--- src/hdl/dec_consts.svh ---
// widths and sizes for the decode operand path
// datapath, register file, value predictor and trace cause

`ifndef DEC_CONSTS_SVH
`define DEC_CONSTS_SVH

`define DEC_XLEN     32   // data word
`define DEC_GPR_AW   5    // register number
`define DEC_PC_W     31   // pc bits 31:1

`define VP_ENTRIES   128  // predictor table depth
`define VP_IDX_W     7    // pc bits 7:1
`define VP_TAG_W     8    // pc bits 15:8
`define VP_CONF_W    2
`define VP_CONF_MAX  3    // confidence needed to use a prediction

`define DEC_CAUSE_W  5    // trap cause

`endif

--- src/hdl/dec_pkg.sv ---
// datapath and trace types
// shared by the register file, the trace builder and the top

`include "dec_consts.svh"

package dec_pkg;

   localparam int TRACE_LANES = 3;  // slot 0, slot 1, interrupt

   typedef logic [`DEC_XLEN-1:0]   xlen_t;
   typedef logic [`DEC_GPR_AW-1:0] gpr_addr_t;
   typedef logic [`DEC_PC_W-1:0]   pc_t;        // half-word pc

   // trace port, lane 0 in the low bits
   typedef logic [TRACE_LANES*`DEC_XLEN-1:0] trace_insn_t;
   typedef logic [TRACE_LANES*`DEC_XLEN-1:0] trace_addr_t;
   typedef logic [TRACE_LANES-1:0]           trace_lane_t;

endpackage

--- src/hdl/vp_pkg.sv ---
// value predictor types
// table index, tag and confidence, feedback update action
// pc to index and tag split used by lookup and training

`include "dec_consts.svh"

package vp_pkg;

   typedef logic [`VP_IDX_W-1:0]  vp_idx_t;
   typedef logic [`VP_TAG_W-1:0]  vp_tag_t;
   typedef logic [`VP_CONF_W-1:0] vp_conf_t;

   typedef enum logic [1:0] {
      VP_UPD_NONE    = 2'd0,  // no feedback this slot
      VP_UPD_TRAIN   = 2'd1,  // confidence up
      VP_UPD_REPLACE = 2'd2   // new value and tag, confidence back to 0
   } vp_update_e;

   // index from pc bits 7:1
   function automatic vp_idx_t vp_index(input logic [`DEC_PC_W-1:0] pc);
      return pc[`VP_IDX_W-1:0];
   endfunction

   // tag from pc bits 15:8
   function automatic vp_tag_t vp_tag(input logic [`DEC_PC_W-1:0] pc);
      return pc[`VP_IDX_W +: `VP_TAG_W];
   endfunction

endpackage

--- src/hdl/dec_vp_lookup.sv ---
// value predictor lookup side
// align pc split, tag compare, D and E1 result registers

`timescale 1ns/1ps
`include "dec_consts.svh"

module dec_vp_lookup
   import dec_pkg::*;
   import vp_pkg::*;
(
   input  logic     clk,
   input  logic     arst_n_i,
   input  pc_t      pc0_aln_i,     // align stage pcs
   input  pc_t      pc1_aln_i,
   input  logic     rd_valid0_i,   // table entry, same cycle
   input  logic     rd_valid1_i,
   input  vp_tag_t  rd_tag0_i,
   input  vp_tag_t  rd_tag1_i,
   input  vp_conf_t rd_conf0_i,
   input  vp_conf_t rd_conf1_i,
   input  xlen_t    rd_value0_i,
   input  xlen_t    rd_value1_i,
   output vp_idx_t  rd_idx0_o,
   output vp_idx_t  rd_idx1_o,
   output vp_conf_t conf0_d_o,     // 0 on miss
   output vp_conf_t conf1_d_o,
   output logic     use0_e1_o,
   output logic     use1_e1_o,
   output xlen_t    value0_e1_o,
   output xlen_t    value1_e1_o
);

   logic     hit_a  [2];  // entry valid and tag match
   vp_conf_t conf_d [2];
   logic     use_d  [2];
   xlen_t    val_d  [2];
   logic     use_e1 [2];
   xlen_t    val_e1 [2];

   assign rd_idx0_o = vp_index(pc0_aln_i);
   assign rd_idx1_o = vp_index(pc1_aln_i);

   assign hit_a[0] = rd_valid0_i && (rd_tag0_i == vp_tag(pc0_aln_i));
   assign hit_a[1] = rd_valid1_i && (rd_tag1_i == vp_tag(pc1_aln_i));

   //**************************************************************************
   // align -> D -> E1
   //**************************************************************************
   always_ff @(posedge clk or negedge arst_n_i) begin
      if (!arst_n_i) begin
         conf_d <= '{default: '0};
         use_d  <= '{default: 1'b0};
         use_e1 <= '{default: 1'b0};
      end else begin
         conf_d[0] <= hit_a[0] ? rd_conf0_i : '0;
         conf_d[1] <= hit_a[1] ? rd_conf1_i : '0;
         use_d[0]  <= hit_a[0] && (rd_conf0_i == vp_conf_t'(`VP_CONF_MAX));  // fully confident
         use_d[1]  <= hit_a[1] && (rd_conf1_i == vp_conf_t'(`VP_CONF_MAX));
         use_e1    <= use_d;
      end
   end

   always_ff @(posedge clk) begin
      val_d[0] <= rd_value0_i;
      val_d[1] <= rd_value1_i;
      val_e1   <= val_d;  // value follows use flag
   end

   assign conf0_d_o   = conf_d[0];
   assign conf1_d_o   = conf_d[1];
   assign use0_e1_o   = use_e1[0];
   assign use1_e1_o   = use_e1[1];
   assign value0_e1_o = val_e1[0];
   assign value1_e1_o = val_e1[1];

endmodule

--- config.mk ---
export PLATFORM = sky130hd
export DESIGN_NAME = dec_vp_lookup
export DESIGN_NICKNAME = d
export VERILOG_FILES = /design/src/hdl/dec_pkg.sv /design/src/hdl/vp_pkg.sv /design/src/hdl/dec_vp_lookup.sv
export VERILOG_INCLUDE_DIRS = /design/src /design/src/hdl
export SDC_FILE = /design/constraint.sdc
export NUM_CORES = 1
export LEC_CHECK = 0
export BUFFER_PORTS_ARGS = -buffer_cell sky130_fd_sc_hd__clkbuf_2
export CAP_MARGIN = 25
export CORE_MARGIN = 4
export CORE_UTILIZATION = 41
export CTS_BUF_LIST = sky130_fd_sc_hd__clkbuf_16
export DETAILED_ROUTE_END_ITERATION = 10
export PLACE_DENSITY = 0.81
export SLEW_MARGIN = 20
export SYNTH_ARGS = -nofsm -noshare
export SYNTH_HDL_FRONTEND = slang
export SYNTH_SLANG_ARGS = --single-unit
--- constraint.sdc ---
create_clock -name clk -period 1.55 [get_ports clk]
set_clock_uncertainty 0.2 [all_clocks]
set_input_delay 0.31 -clock clk [delete_from_list [all_inputs] [get_ports clk]]
set_output_delay 0.31 -clock clk [all_outputs]
set_load 0.02 [all_outputs]
== Word level (Yosys, flattened, before mapping) ==
Cells that the tools add are included.
Operators by class
  $mul: 0
  divide/modulo/power cells: 0
  magnitude comparators: 0
  mux-type cells: 2
  reduce and logical (&&, ||, !) cells: 4
  bitwise gates (word level): 0
  shifts and indexed selects: 0
  eq/ne operators: 4
  add/sub/neg operators: 0
Operator list (count)
  == test 8 bit: 2
  == test 2 bit, second input constant: 2
  logical AND 1 bit: 4
  2-to-1 mux 2 bit: 2
Word-level totals
  memory bits (writable): 0
  output and inout port bits: 84
  bits in registers: 136
  input bits: 150
  memory bits (read-only): 0
  latch bits: 0
  logic and storage cells: 20
  memories kept: 0

== Depth between registers and ports, before layout ==
  word-level depth: 3
  gate-level depth with buffers: 3
  depth with buffers taken out: 3

== Worst setup path after synthesis ==
No wires, ideal clock.
  kind: input port to flip-flop
  start: in pc1_aln_i[13]
  end: reg use_d[0] (netlist name)
  setup time: 0.096 ns
  required time: 1.254 ns
  cell stages on the path: 3
  arrival time: 0.822 ns
  slack: 0.432 ns
  cells stage by stage: xnor2_1 > o2111ai_1 > nor4_2
Between the ends
  word-level cells in the longest chain between the ends: 3
Ends and longest elaborated chain
  start, declared: line dec_vp_lookup.sv:14  | input pc_t pc1_aln_i,
  == test 8 bit: line dec_vp_lookup.sv:44  | assign hit_a[1] = rd_valid1_i && (rd_tag1_i == vp_tag(pc1_aln_i));
  logical AND 1 bit: line dec_vp_lookup.sv:44
  logical AND 1 bit: line dec_vp_lookup.sv:58  | use_d[1] <= hit_a[1] && (rd_conf1_i == vp_conf_t'(`VP_CONF_MAX));
  end, declared: line dec_vp_lookup.sv:35  | logic use_d [2];
Every way passes these cells.

== Final worst setup path ==
  start: reg val_e1 (netlist bit value1_e1_o[10])
  end: out value1_e1_o[10]
RTL lines
  start, declared: line dec_vp_lookup.sv:38  | xlen_t val_e1 [2];
  start signal, assigned: line dec_vp_lookup.sv:66  | val_e1 <= val_d;
  end, declared: line dec_vp_lookup.sv:30  | output xlen_t value1_e1_o
No word-level cell between the ends.

==> impl_metrics.yaml <==
final_layout:
  fin_cells: 548
  fill_cells: 476
  area_delta_synth_final_pct: 70.5
  seq_area_sq_mm: 0.00276
  multi_input_area_sq_um: 223
  layout_commonest_cell: "clkbuf_2"
  drive_above_1_share_pct: 45.9
  layout_common_cells: "clkbuf_2 (173), dfxtp_1 (128), dlygate4sd3_1 (71)"
  nets: 584
worst_setup_path:
  cpPeakStageDelay_ns: 0.37
  cp_top_family: "flip-flops"
  path_cells: "clkbuf_2"
  critPathKind: "register to output port"
  crit_buf_inv: 1
  crit_arrival_ns: 0.97
  worstPathMaxFanout: 1
  endpoint_kind: "output port"
  crit_path_start_kind: "register"
  required_ns: 1.04
  crit_slowest_cell: "dfxtp_1"
cts:
  cts_buffers: 17
  post_cts_resized: 0
  root_buffer: "clkbuf_16"
  clkTransAtPathRegs_ns: 0.07
  cts_tree: "built"
  clk_latency_ns: 0.41
  clkSinkCount: 136
  clk_path_buf_depth: 2
  cts_max_level: 4
  postCtsSetupBuffers: 0
  hold_buffers: 71
floorplanning:
  die_h_microns: 95.1
  rows: 31
  dieArea_sq_mm: 0.00904
  initial_utilization_pct: 42.4
  core_area_sq_mm: 0.00733
  dieWidth_microns: 95.1
  ios: 234
logic_synthesis:
  ys_seq_area_share_pct: 88.9
  synthDistinctLibCells: 12
  netlist_area_sq_mm: 0.00311
  ys_ff_latch: 136
  synth_nets: 335
  synth.avg_cell_area_sq_um: 16.8
  yosys_warnings: 0
  synth_cells: 185
outcome:
  outcome: "finished, final reports clean"
power:
  p_per_area_mw_per_mm2: 1560
  p_leak_uw: 0.00257
  ir_worst_vdd_uv: 950
placement:
  dp_cells: 443
  globalplace.congestion: 0.713
  port_buffers: 173
  pre_cts_ws_ns: 0.161
  place_hpwl_microns: 5320
grt:
  grt_max_degree: 17
  grt_pass1_vias: 2579
  grt_pass1_wl_microns: 12600
  grt_usage_pct: 19.9
  grt_overflow: 0
  antenna_found_initial: 1
drt:
  drc: 0
  firstDrtPassIters: 2
  postRouteAntennaNets: 0
  route.detailed.wl_per_inst_microns: 15.9
  drt_iter0_drc: 45
  viasPerCell: 4.19
  vias: 2298
  wirelength_microns: 8700
min_path:
  worstHoldPathType: "primary input to register"
timing:
  finalSetupViolCount: 0
  final_max_slew_viol_count: 0
  grt_setup_unrepaired: "false"
  timing.final.ws_setup_ns: 0.0725
  worst_slew_pin_slew_ns: 0.362
  fin_crit_sh_pct: 95.3
  max_slew_margin_pct: 75.9
  tns_ns: 0
  fmaxAchievable_mhz: 677
  hold_viol_final: 0
  min_period_ns: 1.48
run:
  maxCapViolations: 0
synth_stat cells (all sizes together):
library cell | count | area share [%]
nand2b | 1 | 0.20
xnor2 | 15 | 4.2
nor4 | 6 | 1.4
dfrtp | 8 | 6.4
nand4 | 1 | 0.20
nand3 | 3 | 0.48
nand2 | 3 | 0.36
buf | 14 | 3.4
o2111ai | 1 | 0.28
inv | 5 | 0.60
dfxtp | 128 | 82
where the power goes:
group	switching, uW	internal (uW)	total [uW]
logic	264	295	559
clock network	1560	2410	3970
registers	55.5	3680	3730
total	1880	6380	8270
logic make-up (layout without fill, tap and decap cells):
family	count (synthesis)	in the layout	share of synthesized area, %
AOI/OAI and AO/OA	1	1	0.282
xor gates and xnor gates	15	15	4.23
buffers and inverters	19	281	3.98
DFF	136	136	88.9
other	0	2	0
and+or+nand+nor	14	14	2.66
path summary, 6_finish.rpt:
kind | from | to | slack [ns] | cells after the start
setup / recovery | value1_e1_o[10]$_DFF_P_ | value1_e1_o[10] | 0.07 | 1
hold / removal | rd_tag0_i[1] | conf0_d_o[0]$_DFF_PN0_ | 0.06 | 4
setup reg to reg | use_d[0]$_DFF_PN0_ | use1_e1_o$_DFF_PN0_ | 0.87 | 0
hold reg to reg | val_d[50]$_DFF_P_ | value0_e1_o[18]$_DFF_P_ | 0.12 | 0
max in group asynchronous | arst_n_i | use0_e1_o$_DFF_PN0_ | 0.88 | 2
min in group asynchronous | arst_n_i | use_d[0]$_DFF_PN0_ | 0.08 | 2
per-stage QoR:
| step | instance area (sq um) | utilization (%) | power [uW] | hold WS (ns) |
|---|---|---|---|---|
| 3_5_place_dp | 3990 | 54.5 | 4210 | -0.0210 |
| 2_1_floorplan | 3110 | - | 4010 | -0.186 |
| 6_report | 5300 | 72.3 | 8270 | 0.0570 |
| 4_1_cts | 5300 | 72.3 | 8280 | 0.0427 |
| 5_1_grt | 5300 | 72.3 | 8540 | 0.0705 |
| 3_3_place_gp | 3990 | 54.5 | 4180 | -0.0261 |
tightest hold or removal path, delay by kind of cell:
family	cells	cell delay [ns]
xor gates and xnor gates	1	0.05
buffers and inverters	1	0.08
and+or+nand+nor	2	0.18
layout make-up:
class	instances	share of cell area (%)
inverter	5	0.354
clock buffer	17	8.02
antenna	2	0.0944
sequential	136	52.1
tap	99	2.34
timing repair buffer	244	29.7
multi-input combinational	30	4.20
clock inverter	15	3.16
registers in the layout (all words and copies together) (netlist names):
signal	count
conf1_d_o	2
use_d	2
use0_e1_o	1
use1_e1_o	1
value1_e1_o	32
conf0_d_o	2
value0_e1_o	32
val_d	64
routing by layer:
metal	global-route usage, %	routed length, microns	vias up
met1	16.7	2750	1042
met2	38.1	4890	152
met3	8.60	811	28
met4	10.8	255	0
li1	-	-	1076
met5	0	0	-
Power figures use the tool's default switching activity.
