### config.mk
export PLATFORM = sky130hd
export DESIGN_NAME = dec_trace_pack
export DESIGN_NICKNAME = d
export VERILOG_FILES = /design/src/hdl/dec_pkg.sv /design/src/hdl/dec_trace_pack.sv
export VERILOG_INCLUDE_DIRS = /design/src /design/src/hdl
export SDC_FILE = /design/constraint.sdc
export NUM_CORES = 1
export LEC_CHECK = 0
export BUFFER_PORTS_ARGS = -buffer_cell sky130_fd_sc_hd__buf_2
export CAP_MARGIN = 25
export CORE_AREA = 2 2 160 162
export CTS_CLUSTER_DIAMETER = 50
export DETAILED_ROUTE_END_ITERATION = 8
export DIE_AREA = 0 0 162 164
export GPL_TIMING_DRIVEN = 1
export PLACE_DENSITY = 0.48
export SLEW_MARGIN = 20
export SYNTH_ARGS = -nofsm -noshare
export SYNTH_HDL_FRONTEND = slang
export SYNTH_SLANG_ARGS = --single-unit
### constraint.sdc
create_clock -name clk -period 1.1 [get_ports clk]
set_input_delay 0.11 -clock clk [delete_from_list [all_inputs] [get_ports clk]]
set_output_delay 0.11 -clock clk [all_outputs]
set_load 0.05 [all_outputs]
### src/hdl/dec_consts.svh
// widths and sizes for the decode operand path
// datapath, register file, value predictor and trace cause

`ifndef DEC_CONSTS_SVH
`define DEC_CONSTS_SVH

`define DEC_XLEN     32   // data word
`define DEC_GPR_AW   5    // register number
`define DEC_PC_W     31   // pc bits 31:1

`define VP_ENTRIES   128  // predictor table depth
`define VP_IDX_W     7    // pc bits 7:1
`define VP_TAG_W     8    // pc bits 15:8
`define VP_CONF_W    2
`define VP_CONF_MAX  3    // confidence needed to use a prediction

`define DEC_CAUSE_W  5    // trap cause

`endif

### src/hdl/dec_pkg.sv
// datapath and trace types
// shared by the register file, the trace builder and the top

`include "dec_consts.svh"

package dec_pkg;

   localparam int TRACE_LANES = 3;  // slot 0, slot 1, interrupt

   typedef logic [`DEC_XLEN-1:0]   xlen_t;
   typedef logic [`DEC_GPR_AW-1:0] gpr_addr_t;
   typedef logic [`DEC_PC_W-1:0]   pc_t;        // half-word pc

   // trace port, lane 0 in the low bits
   typedef logic [TRACE_LANES*`DEC_XLEN-1:0] trace_insn_t;
   typedef logic [TRACE_LANES*`DEC_XLEN-1:0] trace_addr_t;
   typedef logic [TRACE_LANES-1:0]           trace_lane_t;

endpackage

### src/hdl/dec_trace_pack.sv
// trace packet builder
// writeback retirement info registered to WB1 and packed into lanes

`timescale 1ns/1ps
`include "dec_consts.svh"

module dec_trace_pack
   import dec_pkg::*;
(
   input  logic                   clk,
   input  logic                   arst_n_i,
   input  logic                   i0_valid_wb_i,   // retired at wb
   input  logic                   i1_valid_wb_i,
   input  logic                   i0_exc_wb_i,     // exception at wb
   input  logic                   i1_exc_wb_i,
   input  logic                   int_valid_wb_i,  // interrupt taken
   input  xlen_t                  i0_inst_wb_i,
   input  xlen_t                  i1_inst_wb_i,
   input  pc_t                    i0_pc_wb_i,
   input  pc_t                    i1_pc_wb_i,
   input  logic [`DEC_CAUSE_W-1:0] cause_wb_i,
   input  xlen_t                  mtval_wb_i,
   output trace_insn_t            trace_insn_o,
   output trace_addr_t            trace_addr_o,
   output trace_lane_t            trace_valid_o,
   output trace_lane_t            trace_exc_o,
   output trace_lane_t            trace_int_o,
   output logic [`DEC_CAUSE_W-1:0] trace_ecause_o,
   output xlen_t                  trace_tval_o
);

   logic                    i0_valid_q, i1_valid_q;
   logic                    i0_exc_q, i1_exc_q;
   logic                    int_q;
   xlen_t                   i0_inst_q, i1_inst_q;
   pc_t                     i0_pc_q, i1_pc_q;
   logic [`DEC_CAUSE_W-1:0] cause_q;
   xlen_t                   tval_q;

   always_ff @(posedge clk or negedge arst_n_i) begin
      if (!arst_n_i) begin
         {i0_valid_q, i1_valid_q, i0_exc_q, i1_exc_q, int_q} <= '0;
      end else begin
         i0_valid_q <= i0_valid_wb_i;
         i1_valid_q <= i1_valid_wb_i;
         i0_exc_q   <= i0_exc_wb_i;
         i1_exc_q   <= i1_exc_wb_i;
         int_q      <= int_valid_wb_i;
      end
   end

   always_ff @(posedge clk) begin
      i0_inst_q <= i0_inst_wb_i;
      i1_inst_q <= i1_inst_wb_i;
      i0_pc_q   <= i0_pc_wb_i;
      i1_pc_q   <= i1_pc_wb_i;
      cause_q   <= cause_wb_i;
      tval_q    <= mtval_wb_i;
   end

   //**************************************************************************
   // WB1 lanes: 2 = interrupt, 1 = slot 1, 0 = slot 0
   //**************************************************************************
   assign trace_insn_o   = {{`DEC_XLEN{1'b0}}, i1_inst_q, i0_inst_q};
   assign trace_addr_o   = {{`DEC_XLEN{1'b0}}, i1_pc_q, 1'b0, i0_pc_q, 1'b0};  // byte addrs
   assign trace_valid_o  = {int_q, i1_valid_q | i1_exc_q, i0_valid_q | i0_exc_q};
   assign trace_exc_o    = {int_q, i1_exc_q, i0_exc_q};
   assign trace_int_o    = {int_q, 2'b00};
   assign trace_ecause_o = cause_q;  // shared by all lanes
   assign trace_tval_o   = tval_q;

endmodule

Word level (Yosys, flattened, before mapping)
Cells that the tools add are included.

Flip-flop bits (word level): 168. Input port bits: 170. Output and inout port bits: 238. Logic and storage cells: 13.

Bitwise logic cells: 2.

Operators with widths (number): 1-bit OR (2).

Logic depth before layout (Yosys ltp)
Gate-level depths: netlist (run 1).

Depth in word-level cells: 1. Gate-level depth with buffers: 1. Mapped depth without buffers: 1.

Least setup slack after synthesis (run 1)
OpenSTA, ideal clock, no wires.

Path type: register to output. Start point: register i0_exc_q. End point: output trace_valid_o[0]. Arrival: 0.756 ns. Data required time: 0.990 ns. Path slack: 0.234 ns. Stages on the path, launching flop included: 2. Path buffers: 0. Path through: dfrtp_1 > or2_1.

Cells in the longest elaborated chain, start to end: 1.

Ends and longest elaborated chain: start, declared (line dec_trace_pack.sv:33) `logic i0_exc_q, i1_exc_q;`; start signal, assigned (line dec_trace_pack.sv:46) `i0_exc_q <= i0_exc_wb_i;`; 1-bit OR (line dec_trace_pack.sv:66) `assign trace_valid_o = {int_q, i1_valid_q | i1_exc_q, i0_valid_q | i0_exc_q};`; end, declared (line dec_trace_pack.sv:25) `output trace_lane_t trace_valid_o,`.

Every way passes these cells.

Worst setup path in the final report (run 1)
Same ends and word-level chain as after synthesis.

==> results of run 1 <==
==> final cells by class <==
cell class | instances | share of cell area, %
flip-flops and latches | 168 | 39.4
repair buffers | 508 | 45.9
well taps | 330 | 4.80
clock inverters | 14 | 1.78
clock buffers | 18 | 4.99
multi-input cells | 70 | 3.11
==> cell usage after synthesis (all sizes together) <==
cell	n	share of area [%]
conb	1	0.095
dfrtp	5	3.2
or2	2	0.32
dfxtp	163	83
buf	73	14
==> power by group through the flow <==
stage	clock [mW]	sequential, mW	combinational, mW
3_3_place_gp	0	6.62	2.37
2_1_floorplan	0	7.76	0.757
3_5_place_dp	0	6.62	2.38
5_1_grt	6.40	6.55	3.19
6_report	5.94	6.52	3.09
4_1_cts	6.17	6.50	3.04
==> placed cells by master (no fill, tap or decap), drive strengths merged <==
master,n
clkinv,7
conb,68
dfxtp,163
dlygate4sd3,169
or2,2
buf,335
dfrtp,5
inv,7
clkbuf,22
==> state kept, by name, indices dropped and copies added, names as in the netlist <==
signal / flops
i0_exc_q: 1
i0_inst_q: 32
i0_pc_q: 31
i0_valid_q: 1
i1_exc_q: 1
i1_inst_q: 32
i1_pc_q: 31
i1_valid_q: 1
int_q: 1
trace_ecause_o: 5
trace_tval_o: 32
==> what timing repair did <==
item / 4_1_cts / 5_1_grt
hold buffers: 169 / 0
gates resized for setup: 167 / 44
setup endpoints to repair: 163 / 44
pin swaps: 2 / 0
hold endpoints to repair: 173 / 0
==> worst max path at each step <==
| stage | depth (start not counted) | to | start | slack (ps) |
|---|---|---|---|---|
| after floorplan | 1 | trace_valid_o[0] | i0_exc_q | 230 |
| after detailed placement | 2 | trace_valid_o[0] | i0_exc_q | 200 |
| after CTS | 2 | trace_valid_o[1] | i1_exc_q | -220 |
| after global placement | 2 | trace_valid_o[1] | i1_exc_q | 210 |
| final | 2 | trace_valid_o[0] | i0_exc_q | -210 |
| after global routing | 2 | trace_valid_o[0] | i0_valid_q | -260 |
==> metal layers <==
layer  vias up  share of wire, %
met5         -             0.086
met4         2               3.2
met3        24               7.8
met2       214                57
met1      1607                32
li1       1648                 -
==> logic make-up after synthesis <==
kind of cell,share of synthesized area (%)
simple gates,0.317
other cells,0.0949
flops,85.7
buf+inv,13.9
==> critical path: stages (launching register included) <==
cell and delay (ps):
dfrtp_1 380, or2_1 240, buf_6 160
==> summary.txt, run 1 <==
Final layout
  • Register area: 3390 um2
  • Fillers: 2,472
  • Diode count: 0
  • Post-route cell area: 8600 um2
  • Core Util, Final: 34.6%
  • Fin cells: 1,108
  • Nets: 935
  • Area of the multi-input gates: 268 um2
  • Area Overhead vs Synth: 118%
  • Layout cell share with drive strength beyond 1: 47.8%

Timing
  • Hold Slack: 25.3 ps
  • Max Transition Viols Final: 0
  • F_max: 0.763 GHz
  • Setup TNS: -605 ps
  • Final count of negative-setup-slack endpoints: 6
  • Fin. Hold Viols: 0
  • Minimum clock period: 1310 ps
  • Final worst slack: -210 ps
  • Period utilization: 119%
  • RSZ-0062 raised after global routing: yes

Clocking
  • CTS buffer count: 17
  • Worst-path clk slew: 80 ps
  • CTS sink count: 168
  • Setup bufs post-CTS: 0
  • H-tree levels: 4
  • CTS tree: done
  • Deepest clock path buffer count: 2
  • Root Driver: clkbuf_16

Synth
  • Cell area after synthesis: 3950 um2
  • Register area share after synthesis: 85.7%
  • YS warnings: 0
  • Synth cell types: 5
  • Avg Cell Area, Syn: 16.2 um2
  • Post-Syn Instances: 244
  • Seq cells post-synth: 168

Global route
  • Gr busiest metal: met2
  • Initial antenna violation count: 1
  • Total grt overflow: 0
  • First-pass GRT wire length: 21,100 um
  • Met3 Use GR: 4.04%
  • Met2 Resource Use GR: 20.4%
  • Overall Global Routing Usage: 10.8%
  • M1 GR Usage: 10.1%
  • Vias in the first global route: 3,668
  • Largest net degree at the start of global routing: 19

Power
  • Sw frac: 32.4%
  • Clock share of power: 38.2%
  • PwrDens: 1810 nW/um2
  • Pint: 10.5 mW
  • Logic pwr share: 19.9%
  • Max VDD drop: 924 uV
  • Leakage: 4.17 nW
  • Sequential Power Share: 41.9%
  • Switching power: 5.03 mW
  • Overall Power: 15.5 mW

Route
  • Routed len/inst: 13.7 um
  • DR iter-0 viols: 69
  • Total Wirelength: 15,200 um
  • Residual DRC: 0
  • Vias: 3,495
  • Drt first pass iters: 4
  • Routed vias/inst: 3.15
  • Final ANT Viol Nets: 0

Placed design
  • Area post-placement: 5770 um2
  • Placed cells: 907
  • PortBufs: 339
  • Post-DP HPWL: 11,200 um
  • Place WS: 200 ps
  • Gpl congestion: 0.732

Status
  • Outcome: finished, violations left
  • Failing checks: setup timing

Critical path
  • Crit start category: register
  • Setup crit end kind: primary output
  • Worst EP required: 990 ps
  • Crit path kind: register to primary output
  • Crit path DAT: 1200 ps
  • Max FO, Critical Path: 2

Floorplan
  • Die Height: 164 um
  • Ports: 408
  • Core area: 24,800 um2
  • # rows: 58
  • Die Area: 26,600 um2
  • Starting Density: 15.9%
  • Die width: 162 um

Min path
  • Hold crit path type: input pin to async pin

Job
  • MaxCap Viol Count: 0
Power figures use the tool's default switching activity.
==> run 2, diff against run 1 <==
Settings changed: CELL_PAD_IN_SITES_DETAIL_PLACEMENT from default to 1, CELL_PAD_IN_SITES_GLOBAL_PLACEMENT from default to 1, PLACE_DENSITY 0.48 to 0.6.
==> run 2 against run 1 <==
  * The flow still finishes with violations (setup timing)
  * Die area unchanged
  * Setup slack improved by 29 ps
  * Via count up 2.4%
  * Clock power increased by 2%
  * First-iteration DRC count is 45% higher
  * Final cell count barely moved
  * Non-clock buffer count up 1
  * Worst hold slack better by 15 ps
  * Sequential cell count stayed put
  * Combinational power rose by 2%
  * Power up 1.5%
  * Critical path type unchanged
  * Largest power group unchanged
  * Highest routed layer unchanged
==> summary.txt, run 2 (synthesis results as in run 1) <==
Clocking
  • CTS buffer count: 17 (unchanged)
  • CTS sink count: 168 (unchanged)
  • Worst-path clk slew: 70 ps (about the same)
  • CTS tree: done
  • Deepest clock path buffer count: 2 (unchanged)
  • Root Driver: clkbuf_16
  • H-tree levels: 4 (unchanged)

Power
  • Max VDD drop: 757 uV (-18%)
  • Leakage: 4.22 nW (+1.2%)
  • PwrDens: 1800 nW/um2 (-0.34%)

Critical path
  • Crit path kind: register to primary output
  • Max FO, Critical Path: 2 (unchanged)
  • Worst EP required: 990 ps (about the same)
  • Crit start category: register
  • Setup crit end kind: primary output
  • Crit path DAT: 1170 ps (-30 ps)
  • Buf/Inv on CP: 1 (unchanged)
  • Worst path top cell family by delay: flip-flops
  • CP max stage cell: dfrtp_1
  • CP cell instances: or2_1 -> buf_6
  • Max incr delay on CP: 380 ps (about the same)

Route
  • Routed len/inst: 16.2 um (+18%)
  • Total Wirelength: 17,900 um (+18%)
  • Residual DRC: 0 (unchanged)
  • Final ANT Viol Nets: 0 (unchanged)
  • DR iter-0 viols: 100 (+45%)
  • Vias: 3,580 (+2.4%)
  • Routed vias/inst: 3.23 (+2.3%)
  • Drt first pass iters: 4 (unchanged)

Global route
  • Initial antenna violation count: 2 (+1)
  • Overall Global Routing Usage: 12.7% (+1.9 points)
  • Total grt overflow: 0 (unchanged)
  • First-pass GRT wire length: 24,300 um (+15%)
  • Largest net degree at the start of global routing: 20 (+1)
  • Vias in the first global route: 4,057 (+11%)

Status
  • Outcome: finished, violations left
  • Failing checks: setup timing

Final layout
  • Layout cell share with drive strength beyond 1: 49.9% (+2.1 points)
  • Fin cells: 1,109 (+0.090%)
  • Area Overhead vs Synth: 122%
  • Register area: 3410 um2 (+0.63%)
  • Fillers: 2,797 (+13%)
  • Diode count: 0 (unchanged)
  • Most frequent cells in the layout: dlygate4sd3_1 (169), buf_2 (169), dfxtp_1 (146), buf_4 (109), conb_1 (68)
  • Post-route cell area: 8760 um2 (+1.8%)
  • Core Util, Final: 35.3% (+0.64 points)
  • Nets: 936 (+0.11%)
  • Area of the multi-input gates: 268 um2 (unchanged)

Timing
  • Hold Slack: 40.1 ps (+14.8 ps)
  • Max Transition Viols Final: 0 (unchanged)
  • Fin. Hold Viols: 0 (unchanged)
  • Final worst slack: -181 ps (+29.4 ps)
  • Period utilization: 116% (-2.7 points)
  • Minimum clock period: 1280 ps (-29.4 ps)
  • Final count of negative-setup-slack endpoints: 6 (unchanged)
  • RSZ-0062 raised after global routing: yes
  • F_max: 0.781 GHz (+2.3%)

Floorplan
  • Die Height: 164 um (unchanged)
  • Starting Density: 15.9% (unchanged)
  • Ports: 408 (unchanged)
  • Core area: 24,800 um2 (unchanged)
  • Die width: 162 um (unchanged)
  • Die Area: 26,600 um2 (unchanged)
  • # rows: 58 (unchanged)

Job
  • MaxCap Viol Count: 0 (unchanged)

Placed design
  • Placed cells: 907 (unchanged)
  • Area post-placement: 5770 um2 (unchanged)
  • Gpl congestion: 0.741 (+1.2%)
  • PortBufs: 339 (unchanged)
  • Post-DP HPWL: 11,900 um (+6.2%)

Min path
  • Hold crit path type: input pin to async pin
-- run 2: through the flow --
step	TNS (ps)	power, mW	setup slack (ps)
after floorplan	0	8.52	234
after global placement	0	8.99	207
after detailed placement	0	9.01	189
after CTS	-597	15.8	-211
after global routing	-836	16.4	-229
final	-466	15.8	-181
-- run 2: layout make-up --
type                       instances  share of cell area, %
multi-input combinational         70                   3.06
tap                              330                   4.71
timing repair buffer             509                   46.3
clock inverter                    14                   1.97
clock buffer                      18                   5.01
sequential                       168                   39.0
-- run 2: worst max-delay path by stage --
stage | slack (ps) | cells after the start | start | end
final | -180 | 2 | i1_exc_q | trace_valid_o[1]
after global routing | -230 | 2 | i1_exc_q | trace_valid_o[1]
after detailed placement | 190 | 2 | i1_exc_q | trace_valid_o[1]
after floorplan | 230 | 1 | i0_exc_q | trace_valid_o[0]
after CTS | -210 | 2 | i1_exc_q | trace_valid_o[1]
after global placement | 210 | 2 | i0_exc_q | trace_valid_o[0]
-- run 2: what timing repair did --
item | in CTS | in global routing
resized for setup | 177 | 74
endpoints found under the setup margin | 169 | 63
pin swaps | 2 | 0
hold buffers | 169 | 0
hold endpoints to repair | 173 | 0
setup buffers | 0 | 1
-- run 2: layer usage --
metal	track usage, %	wire length, um	vias to the layer above
li1	-	-	1649
met1	12.1	5780	1671
met2	24.3	10300	220
met3	4.92	1330	36
met4	5.35	532	4
met5	0	23	-
-- run 2: power by group --
| part | switching, mW | leakage [nW] | total, mW | internal, mW |
|---|---|---|---|---|
| registers | 0.132 | 1.43 | 6.55 | 6.42 |
| logic | 2.07 | 2.49 | 3.16 | 1.09 |
| clock network | 2.92 | 0.297 | 6.07 | 3.15 |
==> run 3, diff against run 2 <==
Settings changed: REMOVE_ABC_BUFFERS from default to 1.
==> run 3 against run 2 <==
  * The flow still finishes with violations (setup timing)
  * Die area unchanged
  * Utilization down 0.71 points
  * Power down 0.47%
  * Critical path depth unchanged
  * Setup slack worse by 42 ps
  * Sequential power about the same
==> summary.txt, run 3 (synthesis results as in run 1) <==
Status
  • Outcome: finished, violations left
  • Failing checks: setup timing

Clocking
  • CTS tree: done
  • CTS buffer count: 17 (unchanged)
  • CTS sink count: 168 (unchanged)
  • H-tree levels: 4 (unchanged)
  • Root Driver: clkbuf_16
  • Worst-path clk slew: 70 ps (about the same)
  • Deepest clock path buffer count: 2 (unchanged)

Timing
  • Max Transition Viols Final: 0 (unchanged)
  • Final worst slack: -222 ps (-41.6 ps)
  • Period utilization: 120% (+3.8 points)
  • Minimum clock period: 1320 ps (+41.6 ps)
  • Fin. Hold Viols: 0 (unchanged)
  • Final count of negative-setup-slack endpoints: 6 (unchanged)
  • RSZ-0062 raised after global routing: yes
  • F_max: 0.756 GHz (-3.1%)

Route
  • Drt first pass iters: 2 (-2)
  • DR iter-0 viols: 100 (unchanged)
  • Routed vias/inst: 3.17 (-1.7%)
  • Residual DRC: 0 (unchanged)
  • Routed len/inst: 13.9 um (-14%)
  • Total Wirelength: 15,400 um (-14%)
  • Vias: 3,517 (-1.8%)
  • Final ANT Viol Nets: 0 (unchanged)

Power
  • Overall Power: 15.7 mW (-0.47%)
  • Leakage: 4.16 nW (-1.5%)
  • PwrDens: 1830 nW/um2 (+1.6%)
  • Max VDD drop: 705 uV (-6.9%)

Critical path
  • Crit start category: register
  • Worst EP required: 990 ps (about the same)
  • Setup crit end kind: primary output
  • Max FO, Critical Path: 2 (unchanged)
  • Crit path kind: register to primary output
  • Crit path DAT: 1210 ps (+40 ps)

Floorplan
  • Die Height: 164 um (unchanged)
  • Die Area: 26,600 um2 (unchanged)
  • # rows: 58 (unchanged)
  • Starting Density: 15.9% (unchanged)
  • Die width: 162 um (unchanged)
  • Ports: 408 (unchanged)
  • Core area: 24,800 um2 (unchanged)

Final layout
  • Area Overhead vs Synth: 117%
  • Most frequent cells in the layout: dlygate4sd3_1 (169), buf_2 (169), dfxtp_1 (159), buf_4 (147), conb_1 (68)
  • Nets: 936 (unchanged)
  • Fin cells: 1,108 (-0.090%)
  • Layout cell share with drive strength beyond 1: 48.1% (-1.9 points)
  • Diode count: 0 (unchanged)

Global route
  • Total grt overflow: 0 (unchanged)
  • Largest net degree at the start of global routing: 17 (-15%)
  • First-pass GRT wire length: 21,600 um (-11%)
  • Overall Global Routing Usage: 10.9% (-1.8 points)
  • Vias in the first global route: 4,050 (-0.17%)
  • Initial antenna violation count: 0 (-2)

Placed design
  • Gpl congestion: 0.738 (-0.47%)
  • PortBufs: 339 (unchanged)
  • Place WS: 210 ps (+20.9 ps)
  • Placed cells: 907 (unchanged)
  • Post-DP HPWL: 9800 um (-17%)

Min path
  • Hold crit path type: input pin to async pin

Job
  • MaxCap Viol Count: 0 (unchanged)
==> run 3: cell count changes in the layout (fill, tap and decap cells not counted), sizes merged <==
| cell | change |
|---|---|
| inv | -4 |
| clkbuf | -1 |
| bufinv | +3 |
| buf | +1 |
| clkinvlp | +4 |
| clkinv | -4 |
==> run 3: worst max-delay path by stage <==
stage                     from  depth (start not counted)  slack (ps)          endpoint
floorplan                int_q                          0        -190    trace_exc_o[2]
global placement      i0_exc_q                          2         220  trace_valid_o[0]
detailed placement    i1_exc_q                          2         210  trace_valid_o[1]
CTS                 i1_valid_q                          2        -210  trace_valid_o[1]
global route          i0_exc_q                          2        -270  trace_valid_o[0]
finish                i0_exc_q                          2        -220  trace_valid_o[0]
==> run 3: repair_timing <==
item / CTS / global route
hold buffers: 169 / 0
setup endpoints to repair: 167 / 26
resized for setup: 174 / 27
pin swaps: 2 / 0
buffers inserted: 0 / 1
hold endpoints to repair: 173 / 0
==> run 3: routing by layer <==
metal,wire [um],part of all wire (%),global-route usage [%]
met5,0,0,0
met4,177,1.2,3.30
met3,1700,11,5.25
met2,8160,53,20.3
met1,5330,35,10.6
==> run 3: per-stage QoR <==
| stage | area, um2 | TNS, ps | hold slack (ps) | util, % |
|---|---|---|---|---|
| 2_1_floorplan | 3660 | -718 | -186 | - |
| 3_3_place_gp | 5770 | 0 | -75.3 | 23.2 |
| 3_5_place_dp | 5770 | 0 | -74.5 | 23.2 |
| 4_1_cts | 8500 | -604 | 12.8 | 34.2 |
| 5_1_grt | 8580 | -880 | 22.9 | 34.6 |
| 6_report | 8580 | -535 | 38.0 | 34.6 |
==> run 3: area by class of cell <==
class | instances | area (um2)
fillers | 2739 | 16200
clock inverters | 13 | 169
multi-input cells | 70 | 268
flip-flops and latches | 168 | 3390
clock buffers | 18 | 429
well taps | 330 | 413
repair buffers | 509 | 3910
==> run 3: critical path, cell delays in order, from the launching register on <==
cell,delay [ps]
dfrtp_1,400
or2_1,240
buf_6,160
==> run 3: power by group <==
group	internal (mW)	leakage (nW)	switching, mW
combinational	1.04	2.45	2.03
clock	3.59	0.280	2.51
sequential	6.42	1.43	0.112
total	11.0	4.16	4.66
